File: config.mk
export PLATFORM = sky130hd
export DESIGN_NAME = pcxt_sys_ctrl
export DESIGN_NICKNAME = d
export VERILOG_FILES = /design/src/verilog/pcxt_timing_pkg.sv /design/src/verilog/pcxt_cfg_pkg.sv /design/src/verilog/pcxt_sys_ctrl.sv /design/src/verilog/pcxt_board_io.sv /design/src/verilog/pcxt_splash_timer.sv /design/src/verilog/pcxt_clock_enables.sv /design/src/verilog/pcxt_reset_seq.sv /design/src/verilog/pcxt_apb_regs.sv
export SDC_FILE = /design/constraint.sdc
export NUM_CORES = 1
export LEC_CHECK = 0
export BUFFER_PORTS_ARGS = -buffer_cell sky130_fd_sc_hd__buf_2
export CAP_MARGIN = 40
export CORE_ASPECT_RATIO = 0.75
export CORE_UTILIZATION = 53
export DETAILED_ROUTE_END_ITERATION = 6
export PLACE_DENSITY = 0.74
export SYNTH_ARGS = -nofsm -noshare
export SYNTH_HDL_FRONTEND = slang
export SYNTH_SLANG_ARGS = --single-unit
File: constraint.sdc
create_clock -name CLK_50M -period 5 [get_ports CLK_50M]
set_clock_uncertainty 0.05 [all_clocks]
set_input_delay 0.25 -clock CLK_50M [delete_from_list [all_inputs] [get_ports CLK_50M]]
set_output_delay 0.25 -clock CLK_50M [all_outputs]
set_load 0.02 [all_outputs]
File: src/verilog/pcxt_timing_pkg.sv
/*
 * Clock rates and timing defaults for the system-control block.
 * Hold lengths here are the defaults of the top-level parameters.
 */
package pcxt_timing_pkg;

	// System clock and audio sample rate
	localparam int SYS_CLK_HZ    = 50_000_000;
	localparam int AUDIO_RATE_HZ = 44_100;

	// Fractional accumulator for the audio strobe
	typedef logic [31:0] audio_acc_t;

	// General counter width for holds and delays
	typedef logic [31:0] hold_count_t;

	////////////////////
	// Reset timing

	// Power-on hold after the last reset source goes away
	localparam int POWERON_HOLD_DEFAULT = 65_535;
	// CPU reset release, after system reset release
	localparam int CPU_RESET_DELAY      = 42;

	// Splash screen, 5 seconds of 50M cycles
	localparam int SPLASH_SECONDS        = 5;
	localparam int SPLASH_SECOND_DEFAULT = 50_000_000;

	// Disk LED stretch, about 90 ms
	localparam int LED_HOLD_DEFAULT = 4_500_000;

endpackage

File: src/verilog/pcxt_cfg_pkg.sv
/*
 * Host-visible configuration of the PC/XT system-control block.
 * Status word bit map, APB register map, board decode constants and FSM states.
 */
package pcxt_cfg_pkg;

	// APB bus widths
	typedef logic [3:0]  apb_addr_t;
	typedef logic [31:0] apb_data_t;

	// Host status word, bit map below
	typedef logic [31:0] status_word_t;

	localparam int ST_SOFT_RESET  = 0;
	localparam int ST_MDA_MODE    = 4;
	localparam int ST_SPLASH_SKIP = 7;
	// Aspect field is two bits wide, starting here
	localparam int ST_ASPECT_LO   = 8;

	// Video aspect ratio for the scaler
	typedef logic [1:0]  aspect_sel_t;
	typedef logic [12:0] video_ar_t;

	// Keyboard controller DIP switches
	typedef logic [7:0] dip_switch_t;
	typedef logic [3:0] dip_nibble_t;

	// CGA 80 column or MDA
	localparam dip_switch_t DIP_SW_CGA = 8'h2D;
	localparam dip_switch_t DIP_SW_MDA = 8'h3D;

	////////////////////
	// Register map
	localparam apb_addr_t REG_STATUS = 4'h0;
	localparam apb_addr_t REG_IMAGE  = 4'h4;
	localparam apb_addr_t REG_LIVE   = 4'h8;

	// Reset sequencer states
	typedef enum logic [1:0] {
		HOLD_SOURCES,
		POWERON_WAIT,
		CPU_WAIT,
		RUN
	} reset_state_t;

endpackage
File: src/verilog/pcxt_sys_ctrl.sv
/*
 * Top of the PC/XT system-control glue, all in the 50 MHz domain.
 * Wires the APB registers, reset chain, clock enables and board decodes.
 */
`timescale 1ns/1ns

module pcxt_sys_ctrl #(
	parameter int POWERON_HOLD_CYCLES  = pcxt_timing_pkg::POWERON_HOLD_DEFAULT,
	parameter int SPLASH_SECOND_CYCLES = pcxt_timing_pkg::SPLASH_SECOND_DEFAULT,
	parameter int LED_HOLD_CYCLES      = pcxt_timing_pkg::LED_HOLD_DEFAULT
) (
	input  logic                      CLK_50M,
	input  logic                      reset_wire,
	// APB host port
	input  logic                      psel,
	input  logic                      penable,
	input  logic                      pwrite,
	input  pcxt_cfg_pkg::apb_addr_t   paddr,
	input  pcxt_cfg_pkg::apb_data_t   pwdata,
	output pcxt_cfg_pkg::apb_data_t   prdata,
	// Reset chain
	input  logic                      user_button,
	output logic                      sys_reset,
	output logic                      cpu_reset,
	// Clock enables
	input  logic                      opl_clk,
	output logic                      cen_audio,
	output logic                      cen_opl,
	// Board decodes
	input  logic                      dip_bank_sel,
	output pcxt_cfg_pkg::dip_nibble_t dip_nibble,
	output pcxt_cfg_pkg::video_ar_t   video_arx,
	output pcxt_cfg_pkg::video_ar_t   video_ary,
	// SD SPI, core side and card side
	input  logic                      spi_cs,
	input  logic                      spi_sck,
	input  logic                      spi_mosi,
	output logic                      spi_miso,
	input  logic                      sd_miso,
	input  logic                      vsd_miso,
	output logic                      sd_cs,
	output logic                      sd_sck,
	output logic                      sd_mosi,
	output logic                      vsd_cs,
	input  logic                      disk_activity,
	output logic                      led_user
);
	import pcxt_cfg_pkg::*;

	// Config fields and splash state
	logic        soft_reset;
	logic        mda_mode;
	logic        splash_skip;
	logic        vsd_mounted;
	logic        splash_active;
	aspect_sel_t aspect_sel;

	pcxt_apb_regs u_apb_regs (.*);

	pcxt_reset_seq #(.POWERON_HOLD_CYCLES(POWERON_HOLD_CYCLES)) u_reset_seq (.*);

	pcxt_splash_timer #(.SPLASH_SECOND_CYCLES(SPLASH_SECOND_CYCLES)) u_splash_timer (.*);

	pcxt_clock_enables u_clock_enables (.*);

	pcxt_board_io #(.LED_HOLD_CYCLES(LED_HOLD_CYCLES)) u_board_io (.*);

endmodule

File: src/verilog/pcxt_board_io.sv
/*
 * Board-level decodes of the system-control block.
 * DIP nibble for port C, aspect ratio, SD SPI routing and the disk LED.
 */
`timescale 1ns/1ns

module pcxt_board_io #(
	parameter int LED_HOLD_CYCLES = pcxt_timing_pkg::LED_HOLD_DEFAULT
) (
	input  logic                      CLK_50M,
	input  logic                      reset_wire,
	input  logic                      mda_mode,
	input  logic                      dip_bank_sel,
	output pcxt_cfg_pkg::dip_nibble_t dip_nibble,
	input  pcxt_cfg_pkg::aspect_sel_t aspect_sel,
	output pcxt_cfg_pkg::video_ar_t   video_arx,
	output pcxt_cfg_pkg::video_ar_t   video_ary,
	input  logic                      vsd_mounted,
	input  logic                      spi_cs,
	input  logic                      spi_sck,
	input  logic                      spi_mosi,
	input  logic                      sd_miso,
	input  logic                      vsd_miso,
	output logic                      sd_cs,
	output logic                      sd_sck,
	output logic                      sd_mosi,
	output logic                      vsd_cs,
	output logic                      spi_miso,
	input  logic                      disk_activity,
	output logic                      led_user
);
	import pcxt_cfg_pkg::*;
	import pcxt_timing_pkg::*;

	localparam hold_count_t LED_LOAD = hold_count_t'(LED_HOLD_CYCLES);

	dip_switch_t dip_sw;
	hold_count_t led_cnt;

	////////////////////
	// DIP switches
	assign dip_sw = mda_mode ? DIP_SW_MDA : DIP_SW_CGA;
	// Port B bit 3 picks the bank on a real XT
	assign dip_nibble = dip_bank_sel ? dip_sw[7:4] : dip_sw[3:0];

	// Original 4:3, otherwise scaler presets n-1
	assign video_arx = (aspect_sel == '0) ? video_ar_t'(4)
	                                      : video_ar_t'(aspect_sel) - video_ar_t'(1);
	assign video_ary = (aspect_sel == '0) ? video_ar_t'(3) : video_ar_t'(0);

	////////////////////
	// SD SPI routing
	// Mounted image takes the bus, physical card parked deselected
	assign sd_cs    = spi_cs | vsd_mounted;
	assign sd_sck   = spi_sck & ~vsd_mounted;
	assign sd_mosi  = spi_mosi & ~vsd_mounted;
	assign vsd_cs   = spi_cs | ~vsd_mounted;
	assign spi_miso = vsd_mounted ? vsd_miso : sd_miso;

	// Disk LED stretch, retriggered by every pulse
	always_ff @(posedge CLK_50M or posedge reset_wire) begin
		if (reset_wire) begin
			led_cnt <= '0;
		end else if (disk_activity) begin
			led_cnt <= LED_LOAD;
		end else if (led_cnt != '0) begin
			led_cnt <= led_cnt - 1'b1;
		end
	end

	assign led_user = (led_cnt != '0);

endmodule

File: src/verilog/pcxt_splash_timer.sv
/*
 * Start-up splash timer, keeps the system in reset while the splash shows.
 * Ends after a fixed number of seconds or at once when the skip bit is set.
 */
`timescale 1ns/1ns

module pcxt_splash_timer #(
	parameter int SPLASH_SECOND_CYCLES = pcxt_timing_pkg::SPLASH_SECOND_DEFAULT
) (
	input  logic CLK_50M,
	input  logic reset_wire,
	input  logic splash_skip,
	output logic splash_active
);
	import pcxt_timing_pkg::*;

	localparam int          SEC_W    = $clog2(SPLASH_SECONDS + 1);
	localparam hold_count_t CYC_LAST = hold_count_t'(SPLASH_SECOND_CYCLES - 1);
	localparam logic [SEC_W-1:0] SEC_LAST = SEC_W'(SPLASH_SECONDS - 1);

	hold_count_t      cyc_cnt;
	logic [SEC_W-1:0] sec_cnt;

	always_ff @(posedge CLK_50M or posedge reset_wire) begin
		if (reset_wire) begin
			cyc_cnt       <= '0;
			sec_cnt       <= '0;
			splash_active <= 1'b1;
		end else if (splash_active) begin
			if (splash_skip) begin
				// Skipped from the menu
				splash_active <= 1'b0;
			end else if (cyc_cnt == CYC_LAST) begin
				cyc_cnt <= '0;
				sec_cnt <= sec_cnt + 1'b1;
				// Last cycle of the last second
				if (sec_cnt == SEC_LAST) begin
					splash_active <= 1'b0;
				end
			end else begin
				cyc_cnt <= cyc_cnt + 1'b1;
			end
		end
	end

endmodule

File: src/verilog/pcxt_clock_enables.sv
/*
 * Clock enables in the 50 MHz domain.
 * Exact 44.1 kHz audio strobe and a rising-edge enable from the FM-synth clock.
 */
`timescale 1ns/1ns

module pcxt_clock_enables (
	input  logic CLK_50M,
	input  logic reset_wire,
	input  logic opl_clk,
	output logic cen_audio,
	output logic cen_opl
);
	import pcxt_timing_pkg::*;

	localparam audio_acc_t ACC_STEP = audio_acc_t'(AUDIO_RATE_HZ);
	localparam audio_acc_t ACC_WRAP = audio_acc_t'(SYS_CLK_HZ);

	audio_acc_t audio_acc;
	audio_acc_t audio_acc_next;
	logic [2:0] opl_sync;

	////////////////////
	// Audio strobe
	// Average rate is exactly AUDIO_RATE_HZ
	assign audio_acc_next = audio_acc + ACC_STEP;

	always_ff @(posedge CLK_50M or posedge reset_wire) begin
		if (reset_wire) begin
			audio_acc <= '0;
			cen_audio <= 1'b0;
		end else if (audio_acc_next >= ACC_WRAP) begin
			// Overflow keeps the remainder
			audio_acc <= audio_acc_next - ACC_WRAP;
			cen_audio <= 1'b1;
		end else begin
			audio_acc <= audio_acc_next;
			cen_audio <= 1'b0;
		end
	end

	////////////////////
	// FM clock edge enable
	// Two flops to sync, third one for the edge
	always_ff @(posedge CLK_50M or posedge reset_wire) begin
		if (reset_wire) begin
			opl_sync <= '0;
			cen_opl  <= 1'b0;
		end else begin
			opl_sync <= {opl_sync[1:0], opl_clk};
			cen_opl  <= opl_sync[1] & ~opl_sync[2];
		end
	end

	// Strobe spacing is about 1134 cycles, never back to back
	a_audio_single: assert property (
		@(posedge CLK_50M) disable iff (reset_wire)
		cen_audio |=> !cen_audio
	) else $error("cen_audio high on two cycles in a row");

endmodule

File: src/verilog/pcxt_reset_seq.sv
/*
 * Reset sequencer of the system-control block.
 * Merges all reset sources, holds the system after they clear, then frees the CPU.
 */
`timescale 1ns/1ns

module pcxt_reset_seq #(
	parameter int POWERON_HOLD_CYCLES = pcxt_timing_pkg::POWERON_HOLD_DEFAULT
) (
	input  logic CLK_50M,
	input  logic reset_wire,
	input  logic soft_reset,
	input  logic user_button,
	input  logic splash_active,
	output logic sys_reset,
	output logic cpu_reset
);
	import pcxt_cfg_pkg::*;
	import pcxt_timing_pkg::*;

	// Down-counter loads, a count of 0 releases on the next edge
	localparam hold_count_t POWERON_LOAD = hold_count_t'(POWERON_HOLD_CYCLES - 1);
	localparam hold_count_t CPU_LOAD     = hold_count_t'(CPU_RESET_DELAY - 1);

	reset_state_t state;
	hold_count_t  hold_cnt;
	logic         src_active;

	// Synchronous sources, reset_wire is handled asynchronously
	assign src_active = soft_reset | user_button | splash_active;

	////////////////////
	// Sequencer FSM
	always_ff @(posedge CLK_50M or posedge reset_wire) begin
		if (reset_wire) begin
			state     <= HOLD_SOURCES;
			hold_cnt  <= '0;
			sys_reset <= 1'b1;
			cpu_reset <= 1'b1;
		end else if (src_active) begin
			// Any source restarts the whole sequence
			state     <= HOLD_SOURCES;
			hold_cnt  <= '0;
			sys_reset <= 1'b1;
			cpu_reset <= 1'b1;
		end else begin
			case (state)
				HOLD_SOURCES: begin
					// First quiet edge, start power-on hold
					state    <= POWERON_WAIT;
					hold_cnt <= POWERON_LOAD;
				end
				POWERON_WAIT: begin
					if (hold_cnt == '0) begin
						state     <= CPU_WAIT;
						sys_reset <= 1'b0;
						hold_cnt  <= CPU_LOAD;
					end else begin
						hold_cnt <= hold_cnt - 1'b1;
					end
				end
				CPU_WAIT: begin
					if (hold_cnt == '0) begin
						state     <= RUN;
						cpu_reset <= 1'b0;
					end else begin
						hold_cnt <= hold_cnt - 1'b1;
					end
				end
				// Stay here until a source shows up
				default: state <= RUN;
			endcase
		end
	end

	// CPU never runs while the chipset is still in reset
	a_cpu_in_reset: assert property (
		@(posedge CLK_50M) disable iff (reset_wire)
		sys_reset |-> cpu_reset
	) else $error("cpu_reset low while sys_reset high");

endmodule

File: src/verilog/pcxt_apb_regs.sv
/*
 * APB slave with zero wait states for the host configuration.
 * Holds the status word and image-mount flag, and reads back live reset state.
 */
`timescale 1ns/1ns

module pcxt_apb_regs (
	input  logic                    CLK_50M,
	input  logic                    reset_wire,
	input  logic                    psel,
	input  logic                    penable,
	input  logic                    pwrite,
	input  pcxt_cfg_pkg::apb_addr_t paddr,
	input  pcxt_cfg_pkg::apb_data_t pwdata,
	output pcxt_cfg_pkg::apb_data_t prdata,
	input  logic                    sys_reset,
	input  logic                    cpu_reset,
	input  logic                    splash_active,
	output logic                    soft_reset,
	output logic                    mda_mode,
	output logic                    splash_skip,
	output logic                    vsd_mounted,
	output pcxt_cfg_pkg::aspect_sel_t aspect_sel
);
	import pcxt_cfg_pkg::*;

	status_word_t status_q;
	logic         wr_en;

	// Write lands on the edge ending the access phase
	assign wr_en = psel & penable & pwrite;

	////////////////////
	// Register writes
	always_ff @(posedge CLK_50M or posedge reset_wire) begin
		if (reset_wire) begin
			status_q    <= '0;
			vsd_mounted <= 1'b0;
		end else begin
			// Soft reset bit lives for one cycle only
			status_q[ST_SOFT_RESET] <= 1'b0;
			if (wr_en && paddr == REG_STATUS) begin
				status_q <= pwdata;
			end
			// Any nonzero write mounts the image
			if (wr_en && paddr == REG_IMAGE) begin
				vsd_mounted <= |pwdata;
			end
		end
	end

	// Config fields out of the status word
	assign soft_reset  = status_q[ST_SOFT_RESET];
	assign mda_mode    = status_q[ST_MDA_MODE];
	assign splash_skip = status_q[ST_SPLASH_SKIP];
	assign aspect_sel  = status_q[ST_ASPECT_LO +: 2];

	////////////////////
	// Read mux, valid in the access phase
	always_comb begin
		prdata = '0;
		if (psel && !pwrite) begin
			case (paddr)
				REG_STATUS: prdata = status_q;
				REG_IMAGE:  prdata = apb_data_t'(vsd_mounted);
				// Live view of the reset chain
				REG_LIVE:   prdata = apb_data_t'({splash_active, cpu_reset, sys_reset});
				default:    prdata = '0;
			endcase
		end
	end

	// Host must hold psel through the whole transfer
	a_penable_needs_psel: assert property (
		@(posedge CLK_50M) disable iff (reset_wire)
		penable |-> psel
	) else $error("APB penable high without psel");

endmodule

Word-level counts from Yosys, hierarchy flattened. Index checks and enable logic that the tools add are counted.

Add/sub/neg operators: 7. Magnitude comparators: 1. Equality and inequality tests: 9. Multiplexer cells: 30. Bitwise gates (word level): 12. Reductions and logical operators: 21.

Operator list (number): $mux 32 (8); $pmux 32 s3 (2); $sub 32x1->32 const B (2); $add 32x1->32 const B (1); $add 32x16->32 const B (1); $eq 32x26->1 const B (1); $ge 32x26->1 const B (1); $logic_not 32->1 (1); $reduce_bool 32->1 (1); $reduce_or 32->1 (1); $sub 32x26->32 const B (1); $mux 13 (1); $mux 1 (12); $reduce_and 2->1 (5); $mux 2 (4); $reduce_bool 2->1 (4); $ne 3x1->1 const B (2); $pmux 2 s3 (1); $and 1x1->1 (5); $mux 5 (1); $eq 4x3->1 const B (1); $eq 4x4->1 const B (1); $logic_not 2->1 (2); $logic_not 4->1 (1); other kinds (13) (20).

Register bits after elaboration: 174. Bits of input ports: 50. Logic and storage cells: 95.

Longest topological paths before layout. Gate-level depths: netlist of run 1.

Depth after elaboration: 5. Depth in mapped cells: 11. Mapped depth without buffers: 10.

By module. From an unflattened synthesis of run 1, not the netlist that was laid out.

Cells, all modules: 1116. Area, all modules: 10769.1 um^2.

By module, submodules not included: pcxt_clock_enables (times used 1, cells an instance 297, area an instance 2647.5 um^2, seq. area each 875.8 um^2); pcxt_reset_seq (times used 1, cells an instance 268, area an instance 2422.3 um^2, seq. area each 903.4 um^2); pcxt_board_io (times used 1, cells an instance 231, area an instance 2053.2 um^2, seq. area each 800.8 um^2); pcxt_splash_timer (times used 1, cells an instance 187, area an instance 1851.8 um^2, seq. area each 902.1 um^2); pcxt_apb_regs (times used 1, cells an instance 133, area an instance 1794.2 um^2, seq. area each 825.8 um^2).

Least setup slack after synthesis of run 1. OpenSTA, ideal clock, no wires.

Kind: flip-flop to flip-flop. Start point: register u_clock_enables.audio_acc[2]. End point: register u_clock_enables.audio_acc[13]. Setup time: 0.126 ns. Arrival time: 2.843 ns. Path slack: 1.982 ns. Cell stages (with the launch flop): 11. Clock period less this slack: 3.018 ns. Path through: dfrtp_1 > ha_1 > a31oi_1 > or4_1 > o41ai_2 > nor3_1 > nor4_4 > o211ai_4 > buf_2 > a221oi_1 > nor2_1.

Word-level cells in the longest chain between the ends: 3. Elaborated cells on any way between the ends: 4. Those cells by class: add/sub: 2; order compare: 1; mux: 1.

Ends and longest elaborated chain: start, declared (line pcxt_clock_enables.sv:19) `audio_acc_t audio_acc;`; start signal, assigned (line pcxt_clock_enables.sv:34) `audio_acc <= audio_acc_next - ACC_WRAP;`; start signal, assigned (line pcxt_clock_enables.sv:37) `audio_acc <= audio_acc_next;`; $add 32x16->32 (*) (line pcxt_clock_enables.sv:26) `assign audio_acc_next = audio_acc + ACC_STEP;`; $sub 32x26->32 / $ge 32x26->1 (equally long branches) (line pcxt_clock_enables.sv:34, pcxt_clock_enables.sv:32); $mux 32 (*) (line pcxt_clock_enables.sv:32) `end else if (audio_acc_next >= ACC_WRAP) begin`.

Every way passes the cells marked *; elsewhere a longest branch is shown, timed or not. A chain may end at the register's enable or synchronous reset.

Worst setup path after layout of run 1.
Start point: register u_clock_enables.audio_acc[7]. End point: register u_clock_enables.audio_acc[7].

The elaborated chain is that of the path after synthesis.

==> results of run 1 <==
## Yosys cell counts, types with 25 or more instances
master | n | share of area (%)
buf_4 | 25 | 1.9
nor3_1 | 32 | 1.7
o21ai_0 | 47 | 2.4
nand3_1 | 25 | 1.3
a21oi_1 | 28 | 1.4
and2_1 | 40 | 2.6
nand2_1 | 70 | 2.7
xnor2_1 | 69 | 6.2
dfrtp_1 | 169 | 44
clkbuf_1 | 27 | 1.0
xor2_1 | 39 | 3.5
mux2_2 | 34 | 4.0
nor4_1 | 27 | 1.7
nor2_1 | 108 | 4.2
## state kept, by name, indices dropped and copies added, names as in the netlist, 2 cells and up
register / count
u_splash_timer.sec_cnt: 3
u_reset_seq.hold_cnt: 32
u_board_io.led_cnt: 32
u_clock_enables.opl_sync: 3
u_clock_enables.audio_acc: 30
u_apb_regs.status_q: 32
u_splash_timer.cyc_cnt: 32
u_reset_seq.state: 2
## final cells by class
type / count / area (um2) / area share [%]
Multi-Input combinational cell: 770 / 5050 / 46.1
Sequential cell: 172 / 4310 / 39.3
Timing Repair Buffer: 113 / 623 / 5.69
Clock buffer: 19 / 443 / 4.04
Tap cell: 242 / 303 / 2.76
Clock inverter: 11 / 136 / 1.25
Inverter: 23 / 91.3 / 0.834
## critical path: stages, from the launching register on
cell and delay, ns:
dfrtp_1 0.44, nand3_1 0.30, nor3_1 0.72, o21ai_0 0.20
xor2_1 0.46, o21ai_1 0.30, o211ai_4 0.67, nand2_1 0.24
xnor2_1 0.17
## routing by layer
layer | up-vias | track usage (%) | part of all wire [%]
met5 | - | 0 | 0
met4 | 0 | 6.01 | 1.1
met3 | 23 | 4.40 | 5.2
met2 | 224 | 32.7 | 43
met1 | 3614 | 33.3 | 50
li1 | 3705 | - | -
## kinds of logic (layout without fill, tap and decap cells)
logic type	after synthesis	after routing	synth area share, %
other	1	21	0.0387
DFF	172	172	44.5
AOI/OAI and AO/OA	166	166	12.2
adders and majority gates	12	12	1.55
xor gates and xnor gates	108	108	9.76
muxes	41	41	4.67
and+or+nand+nor	422	422	23.0
buffers and inverters	83	166	4.27
## what timing repair did
action,in CTS,in global routing
endpoints found under the hold margin,22,0
buffers inserted,0,0
hold buffers,2,0
## report_power, final
group	leakage (uW)	internal, uW	switching, uW
sequential	0.00226	1500	90.6
combinational	0.00238	297	460
clock	0.000282	753	559
## stage by stage
step	worst slack, ns	util [%]
after global routing	0.998	61.7
after detailed placement	1.42	58.3
after floorplan	0.0448	-
final	1.33	61.7
after global placement	1.50	58.1
after CTS	1.38	61.7
## worst max-delay path by stage
stage                                           startpoint                                     end  slack, ns  cells past startpoint
floorplan                                       reset_wire        u_apb_regs.status_q[0]$_DFF_PP0_       0.04                      1
global route        u_clock_enables.audio_acc[7]$_DFF_PP0_  u_clock_enables.audio_acc[7]$_DFF_PP0_        1.0                      8
global placement      u_reset_seq.hold_cnt[22]$_DFFE_PP0P_    u_reset_seq.hold_cnt[11]$_DFFE_PP0P_       1.50                      9
detailed placement  u_clock_enables.audio_acc[7]$_DFF_PP0_  u_clock_enables.audio_acc[7]$_DFF_PP0_       1.42                      8
CTS                 u_clock_enables.audio_acc[7]$_DFF_PP0_  u_clock_enables.audio_acc[7]$_DFF_PP0_       1.38                      8
finish              u_clock_enables.audio_acc[7]$_DFF_PP0_  u_clock_enables.audio_acc[7]$_DFF_PP0_       1.33                      8
## layout by cell type (no fill, tap or decap), types with 28 or more instances in the layout
master	synthesis	final
o21ai_0	47	47
and2_1	40	40
a21oi_1	28	28
mux2_2	34	34
xor2_1	39	39
buf_2	6	100
dfrtp_1	169	169
nand2_1	70	70
xnor2_1	69	69
nor2_1	108	108
nor3_1	32	32
==> flow_metrics.tcl, run 1 <==
set metrics [dict create \
    worstSetupEndpointType "flop" \
    r2r-end "u_clock_enables.audio_acc[7]$_DFF_PP0_" \
    fp.coreArea_um2 17800 \
    holdCritPathClass "in -> reg" \
    path_max_fanout 25 \
    p_leak_uw 0.00493 \
    grt_setup_unrepaired "no" \
    start_kind "flop" \
    cts_made_buffers 17 \
    synth_seq_area_share_pct 44.5 \
    setup_viol 0 \
    clock.fmax_mhz 273 \
    tightest_slew_ns 0.875 \
    slew_viol_final 0 \
    stdcell_area_um2 11000 \
    rr_worst_depth 8 \
    path_class "reg -> reg" \
    ir_drop_mv 0.239 \
    drv_cap 0 \
    hold_end "u_apb_regs.status_q[23]$_DFFE_PP0P_" \
    timing.final.hold_violations 0 \
    hold_start "pwdata[23]" \
    clkSinkCount 172 \
    outcome "completed" \
    hold_slack_ns 0.0176 \
    max-slew-margin-rel_pct 40.2 \
    drc_errors 0 \
    synth_edf_count 0 \
    dpl-instance-area_um2 10400 \
    async_flop_share_pct 100 \
    clock_latency_ns 0.43 \
    nets 1159 \
    avgSynthCellArea_um2 9.64 \
    fillers 1499 \
    gp_congestion 0.918 \
    antenna_found_initial 0 \
    cts_resized 0 \
    io_pins 122 \
    total_power_uw 3660 \
    ys_ff_latch 172 \
    firstDrtPassIters 5 \
    p_per_area_nw_per_um2 334 \
    rows 42 \
    clockRootBuffer "clkbuf_16" \
    arrival_ns 3.93 \
    grt_max_degree 78 \
    path_clk_slew_ns 0.06 \
    grt_pass1_wl_um 33700 \
    drt_iter0_drc 821 \
    htreeDepth 4 \
    grt_overflow_total 0 \
    min_path_cells 2 \
    fp.dieH_um 119 \
    ys_types 77 \
    dp_hpwl_um 13800 \
    yosysWarnings 0 \
    vias_per_cell 5.60 \
    cp.required_ns 5.26 \
    die_w_um 158 \
    syn_area_um2 9690 \
    wl_per_cell_um 14.7 \
    route.vias.total 7566 \
    port_buffers 100 \
    dieArea_um2 18800 \
    clock_path_buffers 2 \
    syn-instance-count 1005 \
    synthFlopType "dfrtp_1" \
    tns_ns 0 \
    grt_use_total_pct 22.3 \
    layout_min_cycle_time_ns 3.67 \
    instances_no_fill 1350 \
    drive_above_1_share_pct 18.7 \
    diodes 0 \
    min_period_over_period_pct 73.4 \
    ff2ff_setup_slack_ns 1.33 \
    rr_startpoint "u_clock_enables.audio_acc[7]$_DFF_PP0_" \
    start_util_pct 54.6 \
    synthToLayoutAreaGrowth_pct 13.0 \
    tritoncts "yes" \
    drt_wl_total_um 19800 \
    detail-route-antenna-nets 0 \
    grt_pass1_vias 7012 \
    placedCellCount 1318 \
]
Power figures use the tool's default switching activity.
==> inputs of run 2 (changes only) <==
Settings changed: ABC_AREA set to 1, CORE_UTILIZATION 53 to 60, PLACE_DENSITY 0.74 to 0.78.
Clock period 5 ns to 3.7 ns, I/O delays scaled along.
==> run 2 against run 1 <==
Effect of this change: hold slack got worse by 0.015 ns; critical path depth did not move; sequential share of layout area down 4.9 points; worst setup slack got worse by 0.40 ns; power is 33% higher; via count rose by 40%; sequential power is 33% higher; global-route usage up 7.7 points; final area grew 14%.
==> flow_metrics.tcl, run 2 <==
set metrics [dict create \
    clock.fmax_mhz 361 \
    drive_above_1_share_pct 12.0 \
    grt_util_met1_pct 45.2 \
    path_max_fanout 12 \
    fillers 1460 \
    stdcell_area_um2 12500 \
    detail-route-antenna-nets 0 \
    rows 42 \
    syn-instance-count 1572 \
    path_clk_slew_ns 0.07 \
    busiest_layer "met1" \
    synthMuxAreaShare_pct 0 \
    synthSimpleGateAreaFrac_pct 34.3 \
    arrival_ns 3.04 \
    htreeDepth 4 \
    rr_startpoint "u_reset_seq.state[0]$_DFFE_PP0P_" \
    mostFrequentLayoutCell "nand2_1" \
    grt_pass1_vias 9418 \
    setup_viol 0 \
    antenna_found_initial 0 \
    critPathLaunch "u_reset_seq.state[0]$_DFFE_PP0P_" \
    grt.met2_usage_pct 43.8 \
    dp_slack_ns 0.963 \
    drt_iter0_drc 1083 \
    diodes 0 \
    avgSynthCellArea_um2 6.94 \
    layout_min_cycle_time_ns 2.77 \
    clock_latency_ns 0.44 \
    grtUsageMet3_pct 5.57 \
    path_class "reg -> reg" \
    holdCritPathClass "in -> reg" \
    start_kind "flop" \
    drt_wl_total_um 27200 \
    nets 1763 \
    cts_made_buffers 17 \
    synth_seq_area_share_pct 39.5 \
    rr_worst_depth 8 \
    yosys.area_share.adder_pct 1.38 \
    synth.top_cell.area_share_pct 38.8 \
    cp-endpoint "u_reset_seq.hold_cnt[29]$_DFFE_PP0P_" \
    synth_commonest_cells "375 x nand2_1, 245 x inv_1, 179 x nor2_1, 169 x dfrtp_1, 106 x nand3_1" \
    dp_hpwl_um 19200 \
    cts_resized 0 \
    async_flop_share_pct 100 \
    synth_edf_count 0 \
    grt_use_total_pct 30.0 \
    drv_cap 0 \
    route.vias.total 10600 \
    tns_ns 0 \
    min_period_over_period_pct 75.0 \
    grt_pass1_wl_um 45000 \
    multi_input_area_um2 5400 \
    timing.final.hold_violations 0 \
    synth_top_family_by_area "simple AND/OR/NAND/NOR gates" \
    syn_area_um2 10900 \
    wl_per_cell_um 13.9 \
    clockRootBuffer "clkbuf_16" \
    fp.coreArea_um2 17700 \
    slew_viol_final 0 \
    grt_max_degree 118 \
    synthXorXnorAreaFrac_pct 3.83 \
    grt_overflow_total 0 \
    dpl-instance-area_um2 11600 \
    start_util_pct 61.6 \
    worst_slack_ns 0.926 \
    firstDrtPassIters 6 \
    synthFlopType "dfrtp_1" \
    synth_area_leaders "dfrtp_1 39%, nand2_1 13%, inv_1 8.4%, nor2_1 6.2%, nand3_1 4.9%" \
    p_per_area_nw_per_um2 390 \
    outcome "completed" \
    tightest_slew_ns 0.872 \
    ys_types 48 \
    ir_drop_mv 0.220 \
    yosysMostFrequentCell "nand2_1" \
    total_power_uw 4880 \
    synthToLayoutAreaGrowth_pct 14.6 \
    clkSinkCount 172 \
    fin_util_pct 70.6 \
    synth_compound_area_share_pct 9.20 \
    r2r-end "u_reset_seq.hold_cnt[29]$_DFFE_PP0P_" \
    gp_congestion 0.914 \
    p_leak_uw 0.00628 \
    port_buffers 100 \
    dieArea_um2 18700 \
    cp.required_ns 3.96 \
    yosysWarnings 0 \
    grt_setup_unrepaired "no" \
    fp.dieH_um 119 \
    synth_top_area_cell "dfrtp_1" \
    drc_errors 0 \
    layout_common_cells "375 x nand2_1, 244 x inv_1, 178 x nor2_1" \
    max-slew-margin-rel_pct 41.9 \
    worstSetupEndpointType "flop" \
    seqCellArea_um2 4310 \
    clock_path_buffers 2 \
    tritoncts "yes" \
    vias_per_cell 5.43 \
    io_pins 122 \
    ff2ff_setup_slack_ns 0.93 \
    die_w_um 158 \
    ys_ff_latch 172 \
]
-- run 2: per-layer routing --
| layer | routed length [um] | vias up |
|---|---|---|
| met1 | 13100 | 4893 |
| met2 | 11600 | 454 |
| met4 | 472 | 0 |
| met3 | 2060 | 45 |
| li1 | - | 5227 |
| met5 | 0 | - |
-- run 2: kinds of logic (layout without fill, tap and decap cells) --
| group | count (synthesis) | after routing |
|---|---|---|
| DFF | 172 | 172 |
| xor gates and xnor gates | 46 | 46 |
| AOI/OAI and AO/OA | 185 | 185 |
| other | 1 | 21 |
| buffers and inverters | 311 | 433 |
| adders and majority gates | 12 | 12 |
| and+or+nand+nor | 845 | 845 |
-- run 2: area by class of cell --
| cell class | instances | share of cell area (%) |
|---|---|---|
| clock inverters | 12 | 1.07 |
| inverters | 258 | 7.77 |
| clock buffers | 20 | 3.65 |
| repair buffers | 143 | 7.52 |
| multi-input cells | 1109 | 43.1 |
| well taps | 242 | 2.42 |
| flip-flops and latches | 172 | 34.4 |
-- run 2: timing repair --
| action | CTS | global route |
|---|---|---|
| hold endpoints to repair | 158 | 0 |
| hold buffers | 34 | 0 |
| buffers inserted | 0 | 0 |
| setup endpoints to repair | 0 | 0 |
-- run 2: through the flow --
stage | hold WS (ns) | std cells
final | 0.00306 | 1956
after global routing | 0.00663 | 1956
after CTS | 0.000995 | 1956
after detailed placement | 0.253 | 1890
after global placement | 0.256 | 1889
after floorplan | 0.166 | 1592
-- run 2: worst min-delay path by stage --
stage / from / endpoint / depth (start not counted)
after floorplan: opl_clk / u_clock_enables.opl_sync[0]$_DFF_PP0_ / 0
after global placement: opl_clk / u_clock_enables.opl_sync[0]$_DFF_PP0_ / 1
after detailed placement: opl_clk / u_clock_enables.opl_sync[0]$_DFF_PP0_ / 1
after CTS: disk_activity / u_board_io.led_cnt[12]$_DFFE_PP0P_ / 2
after global routing: disk_activity / u_board_io.led_cnt[12]$_DFFE_PP0P_ / 2
final: disk_activity / u_board_io.led_cnt[12]$_DFFE_PP0P_ / 2
-- run 2: report_power, final --
part,internal (uW),switching [uW]
sequential,2020,95.7
clock,1040,782
combinational,312,625
-- run 2: critical path, stage by stage, from the launching register on --
cell and delay [ns]:
dfrtp_1 0.37, inv_1 0.09, ha_1 0.43, clkinv_1 0.31, nand2_1 0.15, nand2_1 0.25
a21oi_1 0.66, buf_4 0.28, nor3b_1 0.06
==> inputs of run 3 (changes only) <==
Clock period 3.7 ns to 2.9 ns, I/O delays scaled along.
==> run 3 against run 2 <==
Effect of this change: final cell count up 0.56%; worst setup slack worse by 0.66 ns; first-iteration DRC count down 10%; combinational power up 29%; highest routed layer unchanged; clock power up 34%; non-clock buffer count up 12.
==> flow_metrics.tcl, run 3 (same netlist as run 2, synthesis figures left out) <==
set metrics [dict create \
    firstDrtPassIters 6 \
    gp_congestion 0.898 \
    outcome "completed" \
    path_class "reg -> reg" \
    wl_per_cell_um 13.5 \
    p_seq_share_pct 42.6 \
    clkSinkCount 172 \
    grt_overflow_total 0 \
    min_period_over_period_pct 90.9 \
    clock.fmax_mhz 379 \
    layout_min_cycle_time_ns 2.64 \
    drc_errors 0 \
    stdcell_area_um2 12700 \
    clockRootBuffer "clkbuf_16" \
    grt_pass1_wl_um 43600 \
    die_w_um 158 \
    worstSetupEndpointType "flop" \
    arrival_ns 2.94 \
    port_buffers 100 \
    critPathLaunch "u_reset_seq.state[0]$_DFFE_PP0P_" \
    max-slew-margin-rel_pct 52.6 \
    path_clk_slew_ns 0.06 \
    switching_share_pct 29.9 \
    vias_per_cell 5.34 \
    start_util_pct 61.6 \
    detail-route-antenna-nets 0 \
    grt_pass1_vias 9353 \
    dpl-instance-area_um2 11700 \
    path_max_fanout 19 \
    drive_above_1_share_pct 12.8 \
    power_frac_clock_pct 38.4 \
    intPower_uw 4450 \
    drt_wl_total_um 26600 \
    fp.dieH_um 119 \
    nets 1775 \
    path_buf_inv 3 \
    dp_hpwl_um 19000 \
    placedCellCount 1900 \
    rows 42 \
    fillers 1433 \
    fin_util_pct 71.5 \
    layout_common_cells "374 x nand2_1, 244 x inv_1, 178 x nor2_1" \
    io_pins 122 \
    max_stage_delay_ns 0.51 \
    multi_input_area_um2 5430 \
    p_leak_uw 0.00636 \
    htreeDepth 4 \
    hold_start "user_button" \
    slew_viol_final 0 \
    holdCritPathClass "in -> reg" \
    cts_made_buffers 17 \
    tritoncts "yes" \
    cp_slowest_cell "inv_1" \
    dieArea_um2 18700 \
    clock_path_buffers 2 \
    rr_startpoint "u_reset_seq.state[0]$_DFFE_PP0P_" \
    ir_drop_mv 0.324 \
    p_per_area_nw_per_um2 501 \
    mostFrequentLayoutCell "nand2_1" \
    start_kind "flop" \
    antenna_found_initial 0 \
    drt_iter0_drc 974 \
    p_comb_share_pct 19.0 \
    switching_power_uw 1900 \
    diodes 0 \
    clock_latency_ns 0.44 \
    instances_no_fill 1967 \
    dp_slack_ns 0.227 \
    seqCellArea_um2 4310 \
    cp.required_ns 3.20 \
    cpMostUsedCell "nand2_1" \
    crit_family "buffers and inverters" \
    synthToLayoutAreaGrowth_pct 16.0 \
    route.vias.total 10500 \
    grt_max_degree 92 \
    worst_slack_ns 0.265 \
    fp.coreArea_um2 17700 \
    tightest_slew_ns 0.710 \
    total_power_uw 6350 \
    drv_cap 0 \
    grt_use_total_pct 29.3 \
    crit_chain "inv_1 > ha_1 > clkinv_1 > nand2_1 > nand2_1 > inv_1 > nand2_1 > o21ai_0 > nor3b_1" \
    setup_viol 0 \
    timing.final.hold_violations 0 \
]
[run 3: layout make-up]
cell class                      count  area share, %
Multi-Input combinational cell   1109           42.9
Inverter                          258           7.68
Tap cell                          242           2.39
Sequential cell                   172           34.0
Timing Repair Buffer              155           8.16
Clock inverter                     13           1.49
Clock buffer                       18           3.39
[run 3: repair_timing]
| item | in CTS | in global routing |
|---|---|---|
| resized for setup | 0 | 6 |
| hold buffers | 35 | 0 |
| setup buffers | 0 | 1 |
| hold endpoints to repair | 54 | 0 |
| setup endpoints to repair | 0 | 13 |
[run 3: worst reg2reg max path: cells and delay by family, from the launching register on]
family	cells	cell delay, ns
compound gates	1	0.21
fa+ha+maj	1	0.44
simple gates	4	0.71
flops	1	0.38
buf+inv	3	0.76
[run 3: per-layer routing]
metal	vias to the layer above	part of all wire [%]	track usage [%]
met3	42	6.7	5.94
met2	357	43	43.5
met1	4840	48	43.1
met4	0	1.5	8.01
li1	5264	-	-
met5	-	0	0
[run 3: stage by stage]
| step | TNS [ns] | hold WS (ns) |
|---|---|---|
| finish | 0 | 0.0664 |
| global route | -0.0178 | 0.0725 |
| detailed placement | 0 | 0.144 |
| CTS | 0 | 0.0533 |
| global placement | 0 | 0.149 |
| floorplan | 0 | 0.126 |
[run 3: worst paths after layout]
path / cells after the start / slack, ns / endpoint
setup / recovery: 9 / 0.26 / u_reset_seq.hold_cnt[29]$_DFFE_PP0P_
hold / removal: 4 / 0.07 / u_reset_seq.sys_reset$_DFFE_PP1P_
setup reg to reg: 9 / 0.26 / u_reset_seq.hold_cnt[29]$_DFFE_PP0P_
hold reg to reg: 0 / 0.30 / u_clock_enables.opl_sync[1]$_DFF_PP0_
max in group asynchronous: 4 / 1.73 / u_reset_seq.sys_reset$_DFFE_PP1P_
min in group asynchronous: 3 / 0.23 / u_splash_timer.cyc_cnt[29]$_DFFE_PP0P_
[run 3: power groups by stage]
stage / Combinational, uW / Sequential, uW / Clock [uW]
2_1_floorplan: 876 / 2720 / 0
4_1_cts: 1190 / 2700 / 2470
3_5_place_dp: 1150 / 2740 / 0
3_3_place_gp: 1120 / 2740 / 0
5_1_grt: 1380 / 2720 / 2550
6_report: 1210 / 2700 / 2440
